===== config.mk =====
export PLATFORM = sky130hd
export DESIGN_NAME = rf_pg_queue_top
export DESIGN_NICKNAME = d
export VERILOG_FILES = /design/src/design/rf_pkg.sv /design/src/design/rf_array_4x26.sv /design/src/design/rf_pg_4x26.sv /design/src/design/rf_pwr_ctrl.sv /design/src/design/rf_queue_ctrl.sv /design/src/design/rf_pg_queue_top.sv
export SDC_FILE = /design/constraint.sdc
export NUM_CORES = 1
export LEC_CHECK = 0
export BUFFER_PORTS_ARGS = -buffer_cell sky130_fd_sc_hd__clkbuf_2
export CAP_MARGIN = 5
export CORE_MARGIN = 5
export CORE_UTILIZATION = 55
export DETAILED_ROUTE_END_ITERATION = 6
export PLACE_DENSITY_LB_ADDON = 0.3
export SLEW_MARGIN = 25
export SYNTH_ARGS = -nofsm -noshare
export SYNTH_HDL_FRONTEND = slang
export SYNTH_SLANG_ARGS = --single-unit

===== constraint.sdc =====
create_clock -name clk -period 6 [get_ports clk]
set_input_delay 0.3 -clock clk [delete_from_list [all_inputs] [get_ports clk]]
set_output_delay 0.3 -clock clk [all_outputs]
set_load 0.005 [all_outputs]

===== src/design/rf_pkg.sv =====
// Sizes, entry type, request structs and power states shared by all blocks of the queue
`default_nettype none

package rf_pkg;

    // ------------------------------------------------------------
    // Register file geometry
    // ------------------------------------------------------------

    // Entries held by the register file
    localparam int RF_DEPTH  = 4;
    // Address width that covers RF_DEPTH entries
    localparam int RF_ADDR_W = 2;
    // Width of one stored entry
    localparam int RF_DATA_W = 26;

    // One queue entry as it is stored in the array
    typedef logic [RF_DATA_W-1:0] rf_data_t;

    // ------------------------------------------------------------
    // Register file request buses
    // ------------------------------------------------------------

    // One write request, taken on the rising edge while en is high
    typedef struct packed {
        logic                 en;
        logic [RF_ADDR_W-1:0] addr;
        rf_data_t             data;
    } rf_wr_t;

    // One read request, data returns on the following cycle
    typedef struct packed {
        logic                 en;
        logic [RF_ADDR_W-1:0] addr;
    } rf_rd_t;

    // Power sequence of the array, ON is the only state that accepts pushes
    typedef enum logic [1:0] {
        PWR_ON      = 2'd0,
        PWR_ISOLATE = 2'd1,
        PWR_OFF     = 2'd2,
        PWR_WAKE    = 2'd3
    } pwr_state_t;

endpackage

`default_nettype wire


===== src/design/rf_array_4x26.sv =====
// Behavioral 4x26 storage array with one write port and a registered read port, used by the wrapper
`timescale 1ns/1ps
`default_nettype none

module rf_array_4x26 (
     input  logic             clk
    ,input  logic             rst
    ,input  rf_pkg::rf_wr_t   wr
    ,input  rf_pkg::rf_rd_t   rd
    ,input  logic             powered
    ,output rf_pkg::rf_data_t rdata
);

    import rf_pkg::*;

    // ------------------------------------------------------------
    // Storage
    // ------------------------------------------------------------

    // Four entries, addressed directly by the request address
    rf_data_t mem [RF_DEPTH];

    // Registered read data, the only output of the array
    rf_data_t rdata_q;

    // The array loses its contents while unpowered, so every entry is
    // forced to zero and all requests are dropped in that time
    always_ff @(posedge clk) begin
        if (!powered) begin
            for (int i = 0; i < RF_DEPTH; i++) begin
                mem[i] <= '0;
            end
        end else if (wr.en) begin
            mem[wr.addr] <= wr.data;
        end
    end

    // ------------------------------------------------------------
    // Read port
    // ------------------------------------------------------------

    // A read samples the old contents, so a write shows up one cycle later
    // The memory reset only clears stale output data when no read is launched
    always_ff @(posedge clk) begin
        if (!powered) begin
            rdata_q <= '0;
        end else if (rd.en) begin
            rdata_q <= mem[rd.addr];
        end else if (rst) begin
            rdata_q <= '0;
        end
    end

    assign rdata = rdata_q;

endmodule

`default_nettype wire


===== src/design/rf_pg_4x26.sv =====
// Power-gated register file wrapper: power-good delay, memory reset sync and isolation clamp
`timescale 1ns/1ps
`default_nettype none

module rf_pg_4x26 #(
    parameter int WAKE_CYCLES = 3
) (
     input  logic             clk
    ,input  logic             rst
    ,input  rf_pkg::rf_wr_t   wr
    ,input  rf_pkg::rf_rd_t   rd
    ,output rf_pkg::rf_data_t rdata
    ,input  logic             isol_en
    ,input  logic             pwr_enable_b
    ,output logic             pwr_enable_b_out
);

    import rf_pkg::*;

    logic [WAKE_CYCLES-1:0] pwr_chain;
    logic [1:0]             rst_sync;
    logic                   mem_rst;
    rf_data_t               rdata_raw;

    // ------------------------------------------------------------
    // Power switch model
    // ------------------------------------------------------------

    // Switching off is seen at once, the whole chain loads ones
    // Switching on shifts zeros in, so power good lags by WAKE_CYCLES
    always_ff @(posedge clk) begin
        if (rst) begin
            pwr_chain <= '0;
        end else if (pwr_enable_b) begin
            pwr_chain <= '1;
        end else begin
            pwr_chain <= pwr_chain << 1;
        end
    end

    // Active low power good, taken from the last stage
    assign pwr_enable_b_out = pwr_chain[WAKE_CYCLES-1];

    // ------------------------------------------------------------
    // Memory reset synchronizer
    // ------------------------------------------------------------

    // Held in reset while the array is unpowered, released two edges later
    always_ff @(posedge clk) begin
        if (rst || pwr_enable_b_out) begin
            rst_sync <= 2'b11;
        end else begin
            rst_sync <= {rst_sync[0], 1'b0};
        end
    end

    assign mem_rst = rst_sync[1];

    rf_array_4x26 u_array (
         .clk     (clk)
        ,.rst     (mem_rst)
        ,.wr      (wr)
        ,.rd      (rd)
        ,.powered (!pwr_enable_b_out)
        ,.rdata   (rdata_raw)
    );

    // Isolation clamps the read data so nothing floats out of the off domain
    assign rdata = isol_en ? '0 : rdata_raw;

endmodule

`default_nettype wire


===== src/design/rf_pwr_ctrl.sv =====
// Power controller that watches queue idleness and sequences isolation, power-off and wake
`timescale 1ns/1ps
`default_nettype none

module rf_pwr_ctrl #(
    parameter int IDLE_CYCLES = 8
) (
     input  logic               clk
    ,input  logic               rst
    ,input  logic               empty
    ,input  logic               push_valid
    ,input  logic               pwr_enable_b_out
    ,output logic               isol_en
    ,output logic               pwr_enable_b
    ,output logic               pwr_on
    ,output rf_pkg::pwr_state_t pwr_state
);

    import rf_pkg::*;

    // Counter holds up to IDLE_CYCLES-1 before the state leaves ON
    localparam int CNT_W = $clog2(IDLE_CYCLES + 1);

    pwr_state_t       state;
    pwr_state_t       state_nxt;
    logic [CNT_W-1:0] idle_cnt;
    logic             idle;

    // A cycle counts as idle only in ON with nothing stored and nothing offered
    assign idle = (state == PWR_ON) && empty && !push_valid;

    // ------------------------------------------------------------
    // Next state
    // ------------------------------------------------------------

    always_comb begin
        state_nxt = state;
        case (state)
            PWR_ON: begin
                // Leave on the edge that ends the IDLE_CYCLES-th idle cycle
                if (idle && idle_cnt == CNT_W'(IDLE_CYCLES - 1)) begin
                    state_nxt = PWR_ISOLATE;
                end
            end
            PWR_ISOLATE: begin
                // Outputs are clamped for one cycle before the switch opens
                state_nxt = PWR_OFF;
            end
            PWR_OFF: begin
                if (push_valid) begin
                    state_nxt = PWR_WAKE;
                end
            end
            PWR_WAKE: begin
                // Wait for the switch to report power good
                if (!pwr_enable_b_out) begin
                    state_nxt = PWR_ON;
                end
            end
            default: begin
                state_nxt = PWR_ON;
            end
        endcase
    end

    // ------------------------------------------------------------
    // State and idle counter
    // ------------------------------------------------------------

    always_ff @(posedge clk) begin
        if (rst) begin
            state    <= PWR_ON;
            idle_cnt <= '0;
        end else begin
            state <= state_nxt;
            // Any busy cycle, or the move to ISOLATE, starts the count again
            if (idle && state_nxt == PWR_ON) begin
                idle_cnt <= idle_cnt + 1'b1;
            end else begin
                idle_cnt <= '0;
            end
        end
    end

    // Isolation stays on from ISOLATE until the cycle the state returns to ON
    assign isol_en      = (state != PWR_ON);
    assign pwr_enable_b = (state == PWR_OFF);
    assign pwr_on       = (state == PWR_ON);
    assign pwr_state    = state;

endmodule

`default_nettype wire


===== src/design/rf_queue_ctrl.sv =====
// FIFO control over the register file: pointers, occupancy, push/pop handshakes and pop register
`timescale 1ns/1ps
`default_nettype none

module rf_queue_ctrl (
     input  logic             clk
    ,input  logic             rst
    ,input  logic             push_valid
    ,input  rf_pkg::rf_data_t push_data
    ,output logic             push_ready
    ,output logic             pop_valid
    ,output rf_pkg::rf_data_t pop_data
    ,input  logic             pop_ready
    ,input  logic             pwr_on
    ,output logic             empty
    ,output rf_pkg::rf_wr_t   wr
    ,output rf_pkg::rf_rd_t   rd
    ,input  rf_pkg::rf_data_t rdata
);

    import rf_pkg::*;

    // Wide enough for the full capacity of array plus pop register
    localparam int CNT_W = $clog2(RF_DEPTH + 2);

    logic [RF_ADDR_W-1:0] wr_ptr;
    logic [RF_ADDR_W-1:0] rd_ptr;
    logic [CNT_W-1:0]     arr_cnt;
    logic [CNT_W-1:0]     occ;
    logic                 inflight;
    logic                 out_valid;
    rf_data_t             out_data;
    logic                 push_fire;
    logic                 pop_fire;
    logic                 rd_issue;

    // ------------------------------------------------------------
    // Handshakes and occupancy
    // ------------------------------------------------------------

    assign push_fire = push_valid && push_ready;
    assign pop_fire  = out_valid && pop_ready;

    // Entries not yet read from the array, plus the one in flight or on the pop port
    assign occ = arr_cnt + CNT_W'(inflight) + CNT_W'(out_valid);

    // Capacity is RF_DEPTH plus the pop register, and pushes need full power
    assign push_ready = pwr_on && (occ < CNT_W'(RF_DEPTH + 1));
    assign empty      = (occ == '0);

    // Launch a read only when the pop register is free after this edge,
    // so the returning data always has a place to land
    assign rd_issue = (arr_cnt != '0) && !inflight && (!out_valid || pop_ready);

    // ------------------------------------------------------------
    // Register file requests
    // ------------------------------------------------------------

    assign wr.en   = push_fire;
    assign wr.addr = wr_ptr;
    assign wr.data = push_data;

    assign rd.en   = rd_issue;
    assign rd.addr = rd_ptr;

    // Pointers wrap on their own because RF_DEPTH is a power of two
    always_ff @(posedge clk) begin
        if (rst) begin
            wr_ptr   <= '0;
            rd_ptr   <= '0;
            arr_cnt  <= '0;
            inflight <= 1'b0;
        end else begin
            if (push_fire) begin
                wr_ptr <= wr_ptr + 1'b1;
            end
            if (rd_issue) begin
                rd_ptr <= rd_ptr + 1'b1;
            end
            arr_cnt  <= arr_cnt + CNT_W'(push_fire) - CNT_W'(rd_issue);
            // Read data comes back on the cycle after the request
            inflight <= rd_issue;
        end
    end

    // ------------------------------------------------------------
    // Pop register
    // ------------------------------------------------------------

    // Data in flight always finds the register empty, see rd_issue
    always_ff @(posedge clk) begin
        if (rst) begin
            out_valid <= 1'b0;
        end else if (inflight) begin
            out_valid <= 1'b1;
        end else if (pop_fire) begin
            out_valid <= 1'b0;
        end
    end

    // Payload holds its value until the next entry lands
    always_ff @(posedge clk) begin
        if (inflight) begin
            out_data <= rdata;
        end
    end

    assign pop_valid = out_valid;
    assign pop_data  = out_data;

endmodule

`default_nettype wire


===== src/design/rf_pg_queue_top.sv =====
// Top level of the power-gated holding queue, wiring the FIFO control, power control and array
`timescale 1ns/1ps
`default_nettype none

module rf_pg_queue_top #(
    parameter int IDLE_CYCLES = 8,
    parameter int WAKE_CYCLES = 3
) (
     input  logic               clk
    ,input  logic               rst
    ,input  logic               push_valid
    ,input  rf_pkg::rf_data_t   push_data
    ,output logic               push_ready
    ,output logic               pop_valid
    ,output rf_pkg::rf_data_t   pop_data
    ,input  logic               pop_ready
    ,output rf_pkg::pwr_state_t pwr_state
);

    import rf_pkg::*;

    // Queue side of the array
    rf_wr_t   wr;
    rf_rd_t   rd;
    rf_data_t rdata;

    // Power handshake between controller and array
    logic empty;
    logic pwr_on;
    logic isol_en;
    logic pwr_enable_b;
    logic pwr_enable_b_out;

    rf_queue_ctrl u_queue_ctrl (
         .clk        (clk)
        ,.rst        (rst)
        ,.push_valid (push_valid)
        ,.push_data  (push_data)
        ,.push_ready (push_ready)
        ,.pop_valid  (pop_valid)
        ,.pop_data   (pop_data)
        ,.pop_ready  (pop_ready)
        ,.pwr_on     (pwr_on)
        ,.empty      (empty)
        ,.wr         (wr)
        ,.rd         (rd)
        ,.rdata      (rdata)
    );

    rf_pwr_ctrl #(
        .IDLE_CYCLES (IDLE_CYCLES)
    ) u_pwr_ctrl (
         .clk              (clk)
        ,.rst              (rst)
        ,.empty            (empty)
        ,.push_valid       (push_valid)
        ,.pwr_enable_b_out (pwr_enable_b_out)
        ,.isol_en          (isol_en)
        ,.pwr_enable_b     (pwr_enable_b)
        ,.pwr_on           (pwr_on)
        ,.pwr_state        (pwr_state)
    );

    rf_pg_4x26 #(
        .WAKE_CYCLES (WAKE_CYCLES)
    ) u_rf (
         .clk              (clk)
        ,.rst              (rst)
        ,.wr               (wr)
        ,.rd               (rd)
        ,.rdata            (rdata)
        ,.isol_en          (isol_en)
        ,.pwr_enable_b     (pwr_enable_b)
        ,.pwr_enable_b_out (pwr_enable_b_out)
    );

endmodule

`default_nettype wire


==> impl_results.md <==
- Detailed-route via count: 4263
- Final worst slack: 2.72 ns
- Crit path top cell by count: buf_4
- Area Overhead vs Synth: 14.0%
- Worst Hold Class: in -> reg
- Critical path launch point: u_queue_ctrl.inflight$_SDFF_PP0_
- Post-CTS sizing: 0
- Netlist cell types: 46
- Register area share after synthesis: 65.4%
- Worst-Margin Slew: 0.974 ns
- Setup repair bufs after CTS: 0
- Post-CTS Hold Buffers: 0
- Syn Std Cell Area: 7440 um^2
- Relative slew margins: 35.1%
- Crit-path cells: buf_4, inv_1, fa_1, inv_1, ha_1, nor2b_1, o21ai_2, buf_4, o31ai_4, buf_4
- IO buf count: 59
- Max Fclk: 305 MHz
- Avg WL per Cell: 18.0 um
- Max-Cap Viols: 0
- Fin nets: 625
- Placed Instances: 746
- Initial Util: 56.2%
- Crit path depth: 10
- Share of cells above drive strength 1: 23.4%
- #FFs+latches synth: 178
- EDFF count, synth: 130
- Syn_nets: 574
- Area of the core: 13200 um^2
- Vias in the first global route: 4480
- Worst vdd ir: 216 uV
- # fillers: 1024
- Worst setup path end: u_rf.u_array.mem[2][2]$_SDFFCE_PN0P_
- Commonest non-fill, non-tap cell in the layout: edfxtp_1
- CTS Sinks: 178
- Crit share post-route: 54.6%
- YS warnings: 0
- H-tree depth: 4
- Gr usage total: 18.7%
- Num rows: 42
- Boundary Pins: 60
- Period minus WS final: 3.28 ns
- Initial antenna violation count: 1
- Total gr overflow: 0
- CP required: 6.07 ns
- Leak: 3.12 nW
- Clk slew on worst S/H paths: 0.06 ns
- Clk_skew: 0.00557 ns
- WP data arrival: 3.35 ns
- Largest net degree at the start of global routing: 41
- DIE AREA: 16000 um^2
- Diode count: 0
- CTS tree: built
- Place WS: 2.71 ns
- Syn avg cell area: 13.8 um^2
- Reg2Reg Depth: 10
- Max Slew Vio Count: 0
- Final Non-Filler Cells: 778
- GPL Wtd Cong: 0.795
- Hold Vio Cnt, Final: 0
- Pwr/cell area: 458 nW/um^2
- Die Y: 126 um
- HPWL after detailed placement: 8.75 mm
- Setup TNS: 0 ns
- Max stage delay cell, worst path: buf_4
- Cells after Synth: 538
- Worst skew pair latency: 0.42 ns
- First-pass GRT wire length: 23.0 mm
- Outcome: completed
- Critical Path Sink Type: flop
- Crit Path Class: reg -> reg
- CTS Buffer Depth: 2
- Clock buffer count from CTS: 17
- Crit path largest cell delay: 0.42 ns
- RSZ-0062 raised after global routing: false
- Asr flop ratio synth: 0%
- Reg2Reg Launch Point: u_queue_ctrl.inflight$_SDFF_PP0_
- Tot Pwr: 0.00389 W
- WP buf/inv: 5
- Die X: 126 um
- CTS Root Cell: clkbuf_16
- Crit Path Max Fanout: 40
- Reg2Reg Setup Slack: 2.72 ns
- FF-to-FF End: u_rf.u_array.mem[2][2]$_SDFFCE_PN0P_
- Number of DRC markers in iteration 0: 309
- Routed vias/inst: 5.48
- 1st-pass router iterations: 5
- CP top delay family: buffers and inverters
- Startpoint types: flop
- Commonest non-fill, non-tap cells in the layout: 130 x edfxtp_1, 66 x and2_1, 65 x nor2_1, 59 x clkbuf_2, 47 x dfxtp_1
- Main flop type after synthesis: edfxtp_1
- Routed wire length: 14.0 mm
- Setup-failing EPs final: 0
- DRT antenna net count: 0
- DRC: 0
==> kinds of logic (layout without fill, tap and decap cells) <==
family | after synthesis | in the layout | share of synthesized area, %
flops | 178 | 178 | 65.4
xor+xnor | 6 | 6 | 0.706
buf+inv | 51 | 115 | 2.93
simple gates | 225 | 225 | 16.3
mux | 30 | 30 | 8.46
fa+ha+maj | 6 | 6 | 1.21
compound gates | 42 | 42 | 4.96
==> power by group <==
part	switching [W]	internal, W
Clock	0.000445	0.000637
Sequential	0.000114	0.00164
Combinational	0.000584	0.000467
==> routing by layer <==
layer	vias to the layer above	track usage [%]	routed length, um
met2	131	30.2	6890
met1	2053	23.6	5860
met5	-	0	13
met4	2	8.20	259
li1	2048	-	-
met3	29	5.42	975
==> final cells by class <==
cell class,count,area (um^2),area share [%]
Clock buffer,23,500,5.90
Clock inverter,9,91.3,1.08
Inverter,15,56.3,0.664
Multi-Input combinational cell,309,2380,28.1
Sequential cell,178,4870,57.4
Tap cell,176,220,2.60
Timing Repair Buffer,68,363,4.28
==> Yosys cell counts (2+ instances only) <==
library cell | count | area, um^2
a21o_1 | 2 | 15.0
clkbuf_2 | 3 | 15.0
nor2_1 | 65 | 244
nor3b_1 | 26 | 195
or3_1 | 2 | 12.5
dfxtp_1 | 48 | 961
buf_4 | 2 | 15.0
mux4_2 | 26 | 586
buf_1 | 2 | 7.51
nand2b_1 | 4 | 25.0
edfxtp_1 | 130 | 3900
nor3_1 | 13 | 65.1
buf_2 | 12 | 60.1
fa_1 | 2 | 40.0
nor2b_1 | 9 | 56.3
clkbuf_1 | 17 | 63.8
xor2_1 | 2 | 17.5
and2_1 | 66 | 413
xnor2_1 | 4 | 35.0
inv_1 | 15 | 56.3
o21ai_0 | 2 | 10.0
a22o_1 | 26 | 228
a21oi_1 | 2 | 10.0
mux2_2 | 3 | 33.8
o31ai_1 | 2 | 15.0
nand2_1 | 27 | 101
nand3_1 | 2 | 10.0
ha_1 | 4 | 50.1
or2_2 | 3 | 18.8
==> worst reg2reg max path, cell delays in order, from the launching register on <==
cell and delay [ns]:
dfxtp_1 0.31, buf_4 0.34, inv_1 0.14, fa_1 0.41, inv_1 0.07, ha_1 0.23
nor2b_1 0.39, o21ai_2 0.08, buf_4 0.29, o31ai_4 0.26, buf_4 0.42
==> worst min-delay path by stage <==
stage	from	to	slack (ns)	cells after the start
5_1_grt	push_data[6]	u_rf.u_array.mem[2][6]$_SDFFCE_PN0P_	0.17	2
6_report	push_data[21]	u_rf.u_array.mem[2][21]$_SDFFCE_PN0P_	0.18	2
3_5_place_dp	u_rf.rst_sync[0]$_DFF_P_	u_rf.rst_sync[1]$_SDFF_PP1_	0.40	1
3_3_place_gp	u_rf.rst_sync[0]$_DFF_P_	u_rf.rst_sync[1]$_SDFF_PP1_	0.40	1
4_1_cts	push_data[6]	u_rf.u_array.mem[2][6]$_SDFFCE_PN0P_	0.17	2
2_1_floorplan	u_rf.rst_sync[0]$_DFF_P_	u_rf.rst_sync[1]$_SDFF_PP1_	0.38	1
==> stage by stage <==
stage | utilization, % | hold slack [ns] | cell area (um^2)
global placement | 59.5 | 0.396 | 7870
finish | 64.0 | 0.182 | 8480
global route | 64.0 | 0.174 | 8480
detailed placement | 59.5 | 0.404 | 7880
floorplan | - | 0.384 | 7440
CTS | 64.0 | 0.166 | 8480
==> flip-flops by register name, summed over array words and instances, names as in the netlist, named ones only <==
name / count
u_queue_ctrl.arr_cnt: 3
u_queue_ctrl.inflight: 1
u_rf.pwr_chain: 3
u_pwr_ctrl.idle_cnt: 4
u_pwr_ctrl.pwr_state: 2
u_rf.u_array.rdata: 26
u_rf.u_array.mem: 104
u_queue_ctrl.pop_data: 26
u_queue_ctrl.rd_ptr: 2
u_queue_ctrl.pop_valid: 1
u_rf.rst_sync: 2
u_queue_ctrl.wr_ptr: 2
No activity file was read; power rests on OpenSTA's default activity.
